## src/source/fpu_pkg.sv

```systemverilog
/*
 * fpu package
 * shared types, encodings and constants for the binary32 execution unit
 */
package fpu_pkg;

   // ----------------------------------------
   // binary32 field layout
   // ----------------------------------------
   localparam int EXP_W    = 8;    // biased exponent bits
   localparam int MAN_W    = 23;   // stored fraction bits
   localparam int EXP_BIAS = 127;

   typedef logic [31:0] fp32_t;      // raw binary32 word
   typedef logic [4:0]  reg_addr_t;  // destination register index

   // flags in riscv fflags order
   typedef logic [4:0] status_t;
   localparam int ST_NV = 4;   // invalid
   localparam int ST_DZ = 3;   // divide by zero
   localparam int ST_OF = 2;   // overflow
   localparam int ST_UF = 1;   // underflow
   localparam int ST_NX = 0;   // inexact

   // ----------------------------------------
   // internal number representation
   // ----------------------------------------
   typedef logic signed [9:0] exp_t;      // unbiased, room for over/underflow
   typedef logic [MAN_W:0]    sig_t;      // hidden bit + fraction
   typedef logic [MAN_W+3:0]  ext_sig_t;  // sig + guard, round, sticky

   // one-hot operand / result class
   typedef logic [3:0] fp_class_t;
   localparam fp_class_t CLS_ZERO = 4'b0001;
   localparam fp_class_t CLS_INF  = 4'b0010;
   localparam fp_class_t CLS_NAN  = 4'b0100;
   localparam fp_class_t CLS_NORM = 4'b1000;

   localparam fp32_t CANON_NAN = 32'h7fc0_0000;  // riscv canonical qnan

   // ----------------------------------------
   // issue side and internal operations
   // ----------------------------------------
   typedef enum logic [2:0] {
      FADD,
      FSUB,
      FMUL,
      FDIV,
      FMADD,
      FMIN_MAX,
      FCVT
   } instr_type_t;

   typedef enum logic {
      OP_ADD,   // add, subtract when op_mod set
      OP_MUL
   } fpu_op_e;

endpackage

```

## src/source/fpu_unpack.sv

```systemverilog
/*
 * binary32 unpacker
 * splits a word into sign, unbiased exponent and significand, and classifies it
 */
`timescale 1ns/100ps

module fpu_unpack (
   input  fpu_pkg::fp32_t      word_i,
   output logic                sign_o,
   output fpu_pkg::exp_t       exp_o,
   output fpu_pkg::sig_t       sig_o,
   output fpu_pkg::fp_class_t  class_o
);

logic [fpu_pkg::EXP_W-1:0] biased;
logic [fpu_pkg::MAN_W-1:0] man;

assign sign_o = word_i[31];
assign biased = word_i[fpu_pkg::MAN_W +: fpu_pkg::EXP_W];
assign man    = word_i[fpu_pkg::MAN_W-1:0];
assign exp_o  = $signed({2'b00, biased}) - fpu_pkg::exp_t'(fpu_pkg::EXP_BIAS);

always_comb begin
   sig_o = {1'b1, man};                // restore hidden bit
   if (biased == '0) begin
      class_o = fpu_pkg::CLS_ZERO;     // zero, denormals flushed
      sig_o   = '0;
   end else if (biased == '1) begin
      // all ones exponent
      class_o = (man == '0) ? fpu_pkg::CLS_INF : fpu_pkg::CLS_NAN;
   end else begin
      class_o = fpu_pkg::CLS_NORM;
   end
end

endmodule

```

## src/source/fpu_addsub.sv

```systemverilog
/*
 * binary32 adder / subtractor
 * swap, align with sticky, add or subtract magnitudes, normalise by leading zeros
 */
`timescale 1ns/100ps

module fpu_addsub (
   input  logic                sub_i,
   input  logic                a_sign_i,
   input  fpu_pkg::exp_t       a_exp_i,
   input  fpu_pkg::sig_t       a_sig_i,
   input  fpu_pkg::fp_class_t  a_class_i,
   input  logic                b_sign_i,
   input  fpu_pkg::exp_t       b_exp_i,
   input  fpu_pkg::sig_t       b_sig_i,
   input  fpu_pkg::fp_class_t  b_class_i,
   output logic                sign_o,
   output fpu_pkg::exp_t       exp_o,
   output fpu_pkg::ext_sig_t   sig_o,
   output fpu_pkg::fp_class_t  class_o,
   output logic                invalid_o
);

// leading zero count over the 27 bit sum
function automatic logic [4:0] lzc(input fpu_pkg::ext_sig_t v);
   logic [4:0] n;
   logic       found;
   n     = '0;
   found = 1'b0;
   for (int i = $bits(fpu_pkg::ext_sig_t) - 1; i >= 0; i--) begin
      if (!found) begin
         if (v[i]) found = 1'b1;
         else      n = n + 5'd1;
      end
   end
   return n;
endfunction

logic b_sign_eff, a_big, eff_sub, sticky;
logic big_sign;
fpu_pkg::exp_t big_exp, small_exp, diff;
fpu_pkg::sig_t big_sig, small_sig;
fpu_pkg::ext_sig_t small_ext, small_shift, lost_mask;
logic [27:0] sum;                     // one carry bit on top
logic [4:0] lz;

assign b_sign_eff = b_sign_i ^ sub_i;
assign a_big = (a_exp_i > b_exp_i) || ((a_exp_i == b_exp_i) && (a_sig_i >= b_sig_i));

// ---- swap, larger magnitude first
assign big_sign  = a_big ? a_sign_i : b_sign_eff;
assign big_exp   = a_big ? a_exp_i  : b_exp_i;
assign small_exp = a_big ? b_exp_i  : a_exp_i;
assign big_sig   = a_big ? a_sig_i  : b_sig_i;
assign small_sig = a_big ? b_sig_i  : a_sig_i;
assign eff_sub   = a_sign_i ^ b_sign_eff;
assign diff      = big_exp - small_exp;     // never negative

// ---- alignment
always_comb begin
   small_ext = {small_sig, 3'b000};
   lost_mask = ~({$bits(fpu_pkg::ext_sig_t){1'b1}} << diff[4:0]);
   if (diff > 10'sd26) begin
      small_shift = '0;                     // shifted out completely
      sticky      = |small_sig;
   end else begin
      small_shift = small_ext >> diff[4:0];
      sticky      = |(small_ext & lost_mask);
   end
   small_shift[0] = small_shift[0] | sticky;
end

assign sum = eff_sub ? ({1'b0, big_sig, 3'b000} - {1'b0, small_shift})
                     : ({1'b0, big_sig, 3'b000} + {1'b0, small_shift});
assign lz  = lzc(sum[26:0]);

// ---- normalise
always_comb begin
   if (sum[27]) begin                       // carry out, one place right
      sig_o = {sum[27:2], sum[1] | sum[0]};
      exp_o = big_exp + 10'sd1;
   end else begin
      sig_o = sum[26:0] << lz;
      exp_o = big_exp - $signed({5'b00000, lz});
   end
end

// ---- special values
always_comb begin
   invalid_o = 1'b0;
   sign_o    = big_sign;
   class_o   = fpu_pkg::CLS_NORM;
   if ((a_class_i == fpu_pkg::CLS_NAN) || (b_class_i == fpu_pkg::CLS_NAN)) begin
      class_o = fpu_pkg::CLS_NAN;
   end else if ((a_class_i == fpu_pkg::CLS_INF) && (b_class_i == fpu_pkg::CLS_INF)
                && eff_sub) begin
      class_o   = fpu_pkg::CLS_NAN;         // inf - inf
      invalid_o = 1'b1;
   end else if (a_class_i == fpu_pkg::CLS_INF) begin
      class_o = fpu_pkg::CLS_INF;
      sign_o  = a_sign_i;
   end else if (b_class_i == fpu_pkg::CLS_INF) begin
      class_o = fpu_pkg::CLS_INF;
      sign_o  = b_sign_eff;
   end else if (sum == '0) begin
      class_o = fpu_pkg::CLS_ZERO;
      sign_o  = a_sign_i & b_sign_eff;      // -0 only for -0 + -0
   end
end

endmodule

```

## src/source/fpu_mul.sv

```systemverilog
/*
 * binary32 multiplier
 * 24x24 significand product, exponent sum, one-place normalise
 */
`timescale 1ns/100ps

module fpu_mul (
   input  logic                a_sign_i,
   input  fpu_pkg::exp_t       a_exp_i,
   input  fpu_pkg::sig_t       a_sig_i,
   input  fpu_pkg::fp_class_t  a_class_i,
   input  logic                b_sign_i,
   input  fpu_pkg::exp_t       b_exp_i,
   input  fpu_pkg::sig_t       b_sig_i,
   input  fpu_pkg::fp_class_t  b_class_i,
   output logic                sign_o,
   output fpu_pkg::exp_t       exp_o,
   output fpu_pkg::ext_sig_t   sig_o,
   output fpu_pkg::fp_class_t  class_o,
   output logic                invalid_o
);

logic [47:0] prod;            // 1.x * 1.x lands in [1, 4)
logic        any_zero, any_inf;

assign prod     = a_sig_i * b_sig_i;
assign sign_o   = a_sign_i ^ b_sign_i;
assign any_zero = (a_class_i == fpu_pkg::CLS_ZERO) || (b_class_i == fpu_pkg::CLS_ZERO);
assign any_inf  = (a_class_i == fpu_pkg::CLS_INF)  || (b_class_i == fpu_pkg::CLS_INF);

always_comb begin
   if (prod[47]) begin
      // product >= 2, drop one more bit
      sig_o = {prod[47:24], prod[23], prod[22], |prod[21:0]};
      exp_o = a_exp_i + b_exp_i + 10'sd1;
   end else begin
      sig_o = {prod[46:23], prod[22], prod[21], |prod[20:0]};
      exp_o = a_exp_i + b_exp_i;
   end
end

// class of the product
always_comb begin
   invalid_o = 1'b0;
   if ((a_class_i == fpu_pkg::CLS_NAN) || (b_class_i == fpu_pkg::CLS_NAN)) begin
      class_o = fpu_pkg::CLS_NAN;
   end else if (any_zero && any_inf) begin
      class_o   = fpu_pkg::CLS_NAN;   // 0 * inf
      invalid_o = 1'b1;
   end else if (any_inf) begin
      class_o = fpu_pkg::CLS_INF;
   end else if (any_zero) begin
      class_o = fpu_pkg::CLS_ZERO;
   end else begin
      class_o = fpu_pkg::CLS_NORM;
   end
end

endmodule

```

## src/source/fpu_round.sv

```systemverilog
/*
 * binary32 rounder and packer
 * round to nearest even, range checks, special values, riscv flags
 */
`timescale 1ns/100ps

module fpu_round (
   input  logic                sign_i,
   input  fpu_pkg::exp_t       exp_i,
   input  fpu_pkg::ext_sig_t   sig_i,      // hidden bit at the top
   input  fpu_pkg::fp_class_t  class_i,
   input  logic                invalid_i,
   output fpu_pkg::fp32_t      result_o,
   output fpu_pkg::status_t    status_o
);

logic lsb, guard, rest, round_up, inexact;
logic [24:0] rounded;                      // carry + 24 bit significand
logic [fpu_pkg::MAN_W-1:0] man;
fpu_pkg::exp_t biased;

assign lsb      = sig_i[3];
assign guard    = sig_i[2];
assign rest     = sig_i[1] | sig_i[0];     // round and sticky
assign round_up = guard & (rest | lsb);    // ties go to even
assign inexact  = guard | rest;
assign rounded  = {1'b0, sig_i[26:3]} + 25'(round_up);

// carry out of rounding, 1.111.. became 10.000..
assign man    = rounded[24] ? rounded[23:1] : rounded[22:0];
assign biased = exp_i + fpu_pkg::exp_t'(rounded[24]) + fpu_pkg::exp_t'(fpu_pkg::EXP_BIAS);

always_comb begin
   result_o = '0;
   status_o = '0;
   status_o[fpu_pkg::ST_DZ] = 1'b0;        // no divide in this unit
   if (invalid_i) begin
      result_o = fpu_pkg::CANON_NAN;
      status_o[fpu_pkg::ST_NV] = 1'b1;
   end else if (class_i == fpu_pkg::CLS_NAN) begin
      result_o = fpu_pkg::CANON_NAN;       // quiet propagation
   end else if (class_i == fpu_pkg::CLS_INF) begin
      result_o = {sign_i, 8'hff, 23'd0};
   end else if (class_i == fpu_pkg::CLS_ZERO) begin
      result_o = {sign_i, 31'd0};
   end else if (biased >= 10'sd255) begin
      result_o = {sign_i, 8'hff, 23'd0};   // overflow to inf
      status_o[fpu_pkg::ST_OF] = 1'b1;
      status_o[fpu_pkg::ST_NX] = 1'b1;
   end else if (biased <= 10'sd0) begin
      result_o = {sign_i, 31'd0};          // flush tiny to signed zero
      status_o[fpu_pkg::ST_UF] = 1'b1;
      status_o[fpu_pkg::ST_NX] = 1'b1;
   end else begin
      result_o = {sign_i, biased[7:0], man};
      status_o[fpu_pkg::ST_NX] = inexact;
   end
end

endmodule

```

## src/source/fpu_pipe.sv

```systemverilog
/*
 * fpu pipeline
 * unpack and add/mul in stage 1, round in stage 2, output regs in stage 3
 * valid, tag and illegal travel with every item, kill flushes all stages
 */
`timescale 1ns/100ps

module fpu_pipe #(
   parameter int TAG_W = 5
) (
   input  logic                clk_i,
   input  logic                rst_i,
   input  logic                kill_i,
   input  logic                in_valid_i,
   input  fpu_pkg::fpu_op_e    op_i,
   input  logic                op_mod_i,    // subtract for OP_ADD
   input  logic                illegal_i,
   input  logic [TAG_W-1:0]    tag_i,
   input  fpu_pkg::fp32_t      op_a_i,
   input  fpu_pkg::fp32_t      op_b_i,
   output logic                out_valid_o,
   output logic [TAG_W-1:0]    tag_o,
   output fpu_pkg::fp32_t      result_o,
   output fpu_pkg::status_t    status_o,
   output logic                illegal_o
);

// unpacked operands
logic a_sign, b_sign;
fpu_pkg::exp_t a_exp, b_exp;
fpu_pkg::sig_t a_sig, b_sig;
fpu_pkg::fp_class_t a_class, b_class;

// adder and multiplier results, both computed every cycle
logic add_sign, mul_sign, add_inv, mul_inv;
fpu_pkg::exp_t add_exp, mul_exp;
fpu_pkg::ext_sig_t add_sig, mul_sig;
fpu_pkg::fp_class_t add_class, mul_class;

// stage registers
logic s1_valid, s2_valid, s3_valid;
logic s1_illegal, s2_illegal, s3_illegal;
logic [TAG_W-1:0] s1_tag, s2_tag, s3_tag;
logic s1_sign, s1_inv;
fpu_pkg::exp_t s1_exp;
fpu_pkg::ext_sig_t s1_sig;
fpu_pkg::fp_class_t s1_class;
fpu_pkg::fp32_t rnd_word, s2_result, s3_result;
fpu_pkg::status_t rnd_status, s2_status, s3_status;

fpu_unpack unpack_a_inst (.word_i(op_a_i), .sign_o(a_sign), .exp_o(a_exp),
                          .sig_o(a_sig), .class_o(a_class));
fpu_unpack unpack_b_inst (.word_i(op_b_i), .sign_o(b_sign), .exp_o(b_exp),
                          .sig_o(b_sig), .class_o(b_class));

fpu_addsub addsub_inst (
   .sub_i(op_mod_i),
   .a_sign_i(a_sign), .a_exp_i(a_exp), .a_sig_i(a_sig), .a_class_i(a_class),
   .b_sign_i(b_sign), .b_exp_i(b_exp), .b_sig_i(b_sig), .b_class_i(b_class),
   .sign_o(add_sign), .exp_o(add_exp), .sig_o(add_sig), .class_o(add_class),
   .invalid_o(add_inv));

fpu_mul mul_inst (
   .a_sign_i(a_sign), .a_exp_i(a_exp), .a_sig_i(a_sig), .a_class_i(a_class),
   .b_sign_i(b_sign), .b_exp_i(b_exp), .b_sig_i(b_sig), .b_class_i(b_class),
   .sign_o(mul_sign), .exp_o(mul_exp), .sig_o(mul_sig), .class_o(mul_class),
   .invalid_o(mul_inv));

fpu_round round_inst (
   .sign_i(s1_sign), .exp_i(s1_exp), .sig_i(s1_sig), .class_i(s1_class),
   .invalid_i(s1_inv), .result_o(rnd_word), .status_o(rnd_status));

// ----------------------------------------
// control: valid and illegal bits
// ----------------------------------------
always_ff @(posedge clk_i) begin
   if (rst_i || kill_i) begin   // flush drops the incoming item too
      s1_valid   <= 1'b0;
      s2_valid   <= 1'b0;
      s3_valid   <= 1'b0;
      s3_illegal <= 1'b0;
   end else begin
      s1_valid   <= in_valid_i;
      s2_valid   <= s1_valid;
      s3_valid   <= s2_valid;
      s3_illegal <= s2_valid & s2_illegal;   // only flagged with a result
   end
end

// ----------------------------------------
// payload, no reset
// ----------------------------------------
always_ff @(posedge clk_i) begin
   s1_tag     <= tag_i;
   s1_illegal <= illegal_i;
   s1_sign    <= (op_i == fpu_pkg::OP_MUL) ? mul_sign  : add_sign;
   s1_exp     <= (op_i == fpu_pkg::OP_MUL) ? mul_exp   : add_exp;
   s1_sig     <= (op_i == fpu_pkg::OP_MUL) ? mul_sig   : add_sig;
   s1_class   <= (op_i == fpu_pkg::OP_MUL) ? mul_class : add_class;
   s1_inv     <= (op_i == fpu_pkg::OP_MUL) ? mul_inv   : add_inv;
   s2_tag     <= s1_tag;
   s2_illegal <= s1_illegal;
   s2_result  <= rnd_word;
   s2_status  <= rnd_status;
   s3_tag     <= s2_tag;
   s3_result  <= s2_illegal ? '0 : s2_result;   // illegal answers zero
   s3_status  <= s2_illegal ? '0 : s2_status;
end

assign out_valid_o = s3_valid;
assign tag_o       = s3_tag;
assign result_o    = s3_result;
assign status_o    = s3_status;
assign illegal_o   = s3_illegal;

endmodule

```

## src/source/fpu_exe_wrapper.sv

```systemverilog
/*
 * fpu execution wrapper
 * decodes an issued fp instruction into operation, modifier and legality
 * and drives the three-stage binary32 pipeline
 */
`timescale 1ns/100ps

module fpu_exe_wrapper #(
   parameter int TAG_W = 5
) (
   input  logic                  clk_i,
   input  logic                  rst_i,
   input  logic                  kill_i,        // flush everything in flight
   // issue side
   input  logic                  valid_i,
   input  fpu_pkg::instr_type_t  instr_type_i,
   input  logic                  fmt_i,         // 1 = binary64
   input  fpu_pkg::reg_addr_t    rd_i,
   input  fpu_pkg::fp32_t        rs1_data_i,
   input  fpu_pkg::fp32_t        rs2_data_i,
   // writeback side
   output logic                  valid_o,
   output fpu_pkg::reg_addr_t    rd_o,
   output fpu_pkg::fp32_t        result_o,
   output fpu_pkg::status_t      status_o,
   output logic                  illegal_o
);

fpu_pkg::fpu_op_e   op;
logic               op_mod;
logic               type_bad;     // type not handled here
logic               illegal;
logic [TAG_W-1:0]   pipe_tag;

// ----------------------------------------
// instruction decode
// ----------------------------------------
always_comb begin
   op       = fpu_pkg::OP_ADD;
   op_mod   = 1'b0;
   type_bad = 1'b0;
   case (instr_type_i)
      fpu_pkg::FADD: begin
         op     = fpu_pkg::OP_ADD;
         op_mod = 1'b0;
      end
      fpu_pkg::FSUB: begin
         op     = fpu_pkg::OP_ADD;   // add with b negated
         op_mod = 1'b1;
      end
      fpu_pkg::FMUL: begin
         op     = fpu_pkg::OP_MUL;
         op_mod = 1'b0;
      end
      default: begin
         // div, fma, min/max, cvt go elsewhere
         type_bad = 1'b1;
      end
   endcase
end

// double precision not built, answered as illegal
assign illegal = type_bad | fmt_i;

// ----------------------------------------
// arithmetic pipeline
// ----------------------------------------
fpu_pipe #(
   .TAG_W       ( TAG_W )
) fpu_pipe_inst (
   .clk_i       ( clk_i ),
   .rst_i       ( rst_i ),
   .kill_i      ( kill_i ),
   .in_valid_i  ( valid_i ),
   .op_i        ( op ),
   .op_mod_i    ( op_mod ),
   .illegal_i   ( illegal ),
   .tag_i       ( TAG_W'(rd_i) ),     // rd rides along as the tag
   .op_a_i      ( rs1_data_i ),
   .op_b_i      ( rs2_data_i ),
   .out_valid_o ( valid_o ),
   .tag_o       ( pipe_tag ),
   .result_o    ( result_o ),
   .status_o    ( status_o ),
   .illegal_o   ( illegal_o )
);

assign rd_o = fpu_pkg::reg_addr_t'(pipe_tag);

endmodule

```

## config.mk

```make
export PLATFORM = sky130hd
export DESIGN_NAME = fpu_exe_wrapper
export DESIGN_NICKNAME = d
export VERILOG_FILES = /design/src/source/fpu_pkg.sv /design/src/source/fpu_unpack.sv /design/src/source/fpu_addsub.sv /design/src/source/fpu_mul.sv /design/src/source/fpu_round.sv /design/src/source/fpu_pipe.sv /design/src/source/fpu_exe_wrapper.sv
export SDC_FILE = /design/constraint.sdc
export NUM_CORES = 2
export LEC_CHECK = 0
export ABC_AREA = 0
export BUFFER_PORTS_ARGS = -buffer_cell sky130_fd_sc_hd__buf_4
export CAP_MARGIN = 10
export CORE_AREA = 2 2 209 365
export DETAILED_ROUTE_END_ITERATION = 8
export DIE_AREA = 0 0 211 367
export PLACE_DENSITY = 0.7
export SLEW_MARGIN = 20
export SYNTH_ARGS = -nofsm -noshare
export SYNTH_HDL_FRONTEND = slang
export SYNTH_SLANG_ARGS = --single-unit
export TNS_END_PERCENT = 20
```

## constraint.sdc

```tcl
create_clock -name clk_i -period 24.9 [get_ports clk_i]
set_input_delay 3.735 -clock clk_i [delete_from_list [all_inputs] [get_ports clk_i]]
set_output_delay 3.735 -clock clk_i [all_outputs]
set_load 0.01 [all_outputs]
```

# Yosys cells after proc, flatten, opt, wreduce, memory -nomap -nowiden
# Index checks and enable logic that the tools add are counted.
[classes]
addsub = 38
n_reduce_logical = 25
mul = 1
mux = 160
shift = 3
n_bitwise = 14
magnitude_cmp = 5
n_eq_ne = 14
[ops]
columns = ["operator", "count"]
rows = [
  ["$mux 5", 52],
  ["$add 5x1->5 const B", 26],
  ["$mux 27", 4],
  ["$mux 24", 4],
  ["$mux 31", 3],
  ["$mux 1", 73],
  ["$mux 4", 14],
  ["$mux 10", 5],
  ["$mul 24x24->48", 1],
  ["$logic_not 23->1", 2],
  ["$mux 23", 2],
  ["$add 27x27->28", 1],
  ["$logic_not 28->1", 1],
  ["$mux 28", 1],
  ["$sub 27x27->28", 1],
  ["$and 27x27->27", 1],
  ["$not 27->27", 1],
  ["$reduce_or 27->1", 1],
  ["$shl 27x5->27", 1],
  ["$shl 27x5->27 const A", 1],
  ["$shr 27x5->27", 1],
  ["$add 24x1->25", 1],
  ["$ge 24x24->1", 1],
  ["$reduce_or 24->1", 1],
  ["other kinds (33)", 61],
]
[totals]
ff_bits = 136
inputBits = 77
output_inout_bits = 44

# Longest topological paths before layout
[logic_depth]
depth_word = 97
depth_mapped = 118
ltp_nobuf = 112

# Cells and area by module
# From an unflattened synthesis, not the netlist that was laid out.
[hier_totals]
cells_unflattened = 4996
area_unflattened_um2 = 39964.6
[modules_own_cells]
columns = ["module", "n_inst", "area_per_inst_um2", "cells_per_inst", "seq_area_each_um2"]
rows = [
  ["fpu_mul", 1, 20528.4, 2385, 0.0],
  ["fpu_addsub", 1, 13471.7, 2054, 0.0],
  ["fpu_pipe", 1, 3777.4, 231, 2762.6],
  ["fpu_round", 1, 1217.4, 198, 0.0],
  ["fpu_unpack at fpu_pipe_inst.unpack_b_inst", 1, 476.7, 64, 0.0],
  ["fpu_unpack at fpu_pipe_inst.unpack_a_inst", 1, 469.2, 61, 0.0],
  ["fpu_exe_wrapper", 1, 23.8, 3, 0.0],
]

# Worst setup path before layout
# OpenSTA, ideal clock, no wires.
[synth_path]
kind = "input port to flip-flop"
start = "input rs2_data_i[23]"
end = "register fpu_pipe_inst.s1_exp[9]"
path_slack_ns = -1.090
t_arrival_ns = 25.861
path_stages = 115
required_time_ns = 24.771
cell_sequence = "inv_1 ha_1 nor4b_1 nand2_1 clkbuf_1 clkbuf_1 buf_1 clkbuf_1 clkbuf_1 clkbuf_1 ha_1 nor4_2 nand3_1 a311oi_1 o31a_2 o2111ai_2 and2_1 ha_1 (+79 left out) a32o_2 or4_1 o221a_2 and3b_4 or2_1 xor2_1 inv_1 ha_1 and2_1 ha_1 a21oi_1 o21bai_1 a21oi_1 o21bai_1 a21oi_1 xnor2_1 xor2_1 mux2i_1"
[synth_via]
elab_chain_cells = 97
[synth_rtl]
columns = ["item", "line", "rtl"]
rows = [
  ["start: declaration", "fpu_exe_wrapper.sv:20", "input fpu_pkg::fp32_t rs2_data_i,"],
  ["branches (longest 96 deep; another with $add 27x27->28)", "-", ""],
  ["$mux 10 (*)", "fpu_pipe.sv:97", "s1_exp <= (op_i == fpu_pkg::OP_MUL) ? mul_exp : add_exp;"],
  ["end signal: assignment", "fpu_pipe.sv:97", ""],
  ["end: declaration", "fpu_pipe.sv:45", "fpu_pkg::exp_t s1_exp;"],
]
# Mark *: on every way between the ends.
# A chain may end at the register's enable or synchronous reset.

# Worst setup path in the final report
[layout_path]
start = "input rs1_data_i[23]"
end = "register fpu_pipe_inst.s1_exp[9]"
[layout_via]
elab_chain_cells = 97
[layout_rtl]
columns = ["item", "line", "rtl"]
rows = [
  ["start: declaration", "fpu_exe_wrapper.sv:19", "input fpu_pkg::fp32_t rs1_data_i,"],
  ["branches (longest 96 deep; another with $add 27x27->28)", "-", ""],
  ["$mux 10 (*)", "fpu_pipe.sv:97", ""],
]
# Marks and branches as above.

==> impl_metrics.env <==
export IMPL_status="finished clean"
export IMPL_globalRouteOverflowTotal=0
export IMPL_grt_usage_pct=37.72
export IMPL_cp_slowest_cell="or4_4"
export IMPL_drt_antenna_violating_nets=0
export IMPL_required_ps=25180
export IMPL_clk_pin_slew_worst_paths_ps=60
export IMPL_final_nets=6234
export IMPL_drt_first_pass_iters=6
export IMPL_min_period_ps=24300
export IMPL_grt_max_degree=52
export IMPL_rr_worst_depth=17
export IMPL_worst_hold_path_type="reg2reg"
export IMPL_num_vias=37670
export IMPL_final_hold_viol_count=0
export IMPL_drc_errors=0
export IMPL_grt_pass1_wl_um=220200
export IMPL_path_max_fanout=14
export IMPL_cts_hold_buf=0
export IMPL_die_y_um=367
export IMPL_synthDistinctLibCells=118
export IMPL_pin_count=121
export IMPL_clock_fmax_ghz=0.04116
export IMPL_grt_pass1_vias=39220
export IMPL_synthCells=4847
export IMPL_setup_viol=0
export IMPL_yosys_warnings=0
export IMPL_finalClockSkew_ps=12.61
export IMPL_synthToLayoutAreaGrowth_pct=18.16
export IMPL_dieArea_um2=77440
export IMPL_dpl_worst_slack_ps=-650.3
export IMPL_vias_per_cell=5.983
export IMPL_async_reset_ff_share_pct=0
export IMPL_period_share_pct=97.57
export IMPL_synth_most_common_cell="inv_1"
export IMPL_relSlewSlack_pct=20.63
export IMPL_min_delay_path_depth=0
export IMPL_drt_iter0_drc=2420
export IMPL_syn_cell_area_um2=37720
export IMPL_cts_root_buffer="clkbuf_16"
export IMPL_synth_ff_type="dfxtp_1"
export IMPL_critPathCaptureType="flip-flop"
export IMPL_numCtsBuffers=17
export IMPL_synth_area_leaders="fa_1 26%, ha_1 11%, dfxtp_1 7.2%, inv_1 7.0%, nand2_1 6.3%"
export IMPL_synth_fp_nets=5744
export IMPL_yosysTopAreaCell="fa_1"
export IMPL_clkSinkCount=136
export IMPL_fp_dieW_um=211
export IMPL_fin_ws_ps=605.0
export IMPL_rows=133
export IMPL_worstMarginPinSlew_ps=1187
export IMPL_clk_latency_ps=420
export IMPL_ys_ff_latch=136
export IMPL_wl_um=146400
export IMPL_globalRoute_busiestLayer="met2"
export IMPL_hpwlAfterDp_um=119900
export IMPL_synth_seq_area_share_pct=7.218
export IMPL_portBuffers=119
export IMPL_place_gp_congestion=1.056
export IMPL_grtUsageMet1_pct=35.56
export IMPL_arrival_ps=24580
export IMPL_cts_tree="built"
export IMPL_synthTopCellsByCount="706 x inv_1, 634 x nand2_1, 485 x fa_1, 343 x nor2_1, 335 x ha_1"
export IMPL_start_kind="input port"
export IMPL_crit_type="in2reg"
export IMPL_grtUsageMet2_pct=67.08
export IMPL_max_clock_path_buffers=2
export IMPL_initial_core_util_pct=50.48
export IMPL_drive_gt1_share_pct=18.07
export IMPL_routedWlPerCell_um=23.25
export IMPL_slew_violations=0
export IMPL_synth_edf_count=0
export IMPL_cpPeakStageDelay_ps=560
export IMPL_synth_top_area_share_pct=25.74
export IMPL_use_met3_pct=7.414
export IMPL_core_area_um2=74720
export IMPL_antenna_found_initial=4
export IMPL_cap_violations=0
export IMPL_htreeDepth=4
export IMPL_fillers=6747
export IMPL_avgSynthCellArea_um2=7.782
[state kept, by name (all words and copies together), names as in the netlist]
register	cells
fpu_pipe_inst.s2_valid	1
fpu_pipe_inst.s1_valid	1
fpu_pipe_inst.s2_illegal	1
fpu_pipe_inst.out_valid_o	1
fpu_pipe_inst.s1_illegal	1
fpu_pipe_inst.illegal_o	1
fpu_pipe_inst.s2_result	32
fpu_pipe_inst.s1_inv	1
fpu_pipe_inst.result_o	32
fpu_pipe_inst.status_o	4
fpu_pipe_inst.s2_tag	5
fpu_pipe_inst.s1_exp	10
fpu_pipe_inst.s1_sign	1
fpu_pipe_inst.s1_sig	27
fpu_pipe_inst.s1_class	4
fpu_pipe_inst.s1_tag	5
fpu_pipe_inst.tag_o	5
fpu_pipe_inst.s2_status	4
[metrics by stage]
stage	setup TNS [ps]	std cells	hold slack (ps)	cell area (um2)	utilization, %
global placement	-779.8	6251	310.5	43410	58.09
finish	0	6296	324.9	44570	59.65
CTS	0	6283	326.9	44040	58.94
global route	-914.6	6295	332.9	44570	59.65
floorplan	0	4847	309.6	37750	-
detailed placement	-1921	6251	313.2	43410	58.09
[worst max-delay path: cells and delay by family]
kind / cells / cell delay [ps]
xor+xnor: 3 / 510
compound gates: 40 / 7440
mux: 7 / 1170
fa+ha+maj: 17 / 4550
simple gates: 31 / 5330
buf+inv: 14 / 1780
[logic make-up (layout without fill, tap and decap cells)]
group / after synthesis / after routing / synth area share, %
other: 1 / 2 / 0.009941
multiplexers: 167 / 167 / 4.687
flip-flops: 136 / 136 / 7.218
XOR/XNOR: 163 / 163 / 3.951
adder cells (fa/ha/maj): 823 / 823 / 36.93
buffers and inverters: 975 / 1478 / 9.894
AND/OR/NAND/NOR: 1723 / 1723 / 22.12
AO/OA/AOI/OAI: 859 / 859 / 15.19
[routing by layer]
layer / wire length (um) / share of wire (%)
met5: 29 / 0.020
met2: 72800 / 50
met3: 9777 / 6.7
met4: 17740 / 12
met1: 46060 / 31
[layout by cell type, fill, tap and decap left out, drive strengths merged, types with 36 or more instances in the layout]
cell type	count
nor4	37
fa	485
buf	734
and2	211
nand3	93
inv	718
xnor2	98
dfxtp	136
ha	335
mux2i	123
o21ai	200
nand2	634
nor2	346
a211oi	36
mux2	41
nor2b	58
xor2	61
a31oi	42
o21bai	38
a21oi	219
nand4	41
and3	70
nor3	86
a21o	40
[path summary, 6_finish.rpt]
path	start	endpoint	slack, ps
worst min register to register	fpu_pipe_inst.s2_tag[2]	fpu_pipe_inst.tag_o[2]	320
worst min-delay path	fpu_pipe_inst.s2_tag[2]	fpu_pipe_inst.tag_o[2]	320
worst max-delay path	rs1_data_i[23]	fpu_pipe_inst.s1_exp[9]	600
worst max register to register	fpu_pipe_inst.s1_sig[5]	fpu_pipe_inst.s2_result[10]	20290
[final cells by class]
class,instances,area [um2],share of cell area (%)
flip-flops and latches,136,2724,6.111
multi-input cells,3736,31790,71.33
repair buffers,734,5592,12.54
clock inverters,15,182.7,0.4098
well taps,945,1182,2.653
diodes,1,2.502,0.005614
clock buffers,17,425.4,0.9544
inverters,712,2673,5.996
[timing repair]
action	CTS	global route
setup endpoints to repair	4	33
buffers inserted	0	11
pin swaps	0	43
resized for setup	3	87
Power is left out: the tool's default activity adds up to more than one toggle a clock period on the data nets, which glitch-free logic cannot reach.
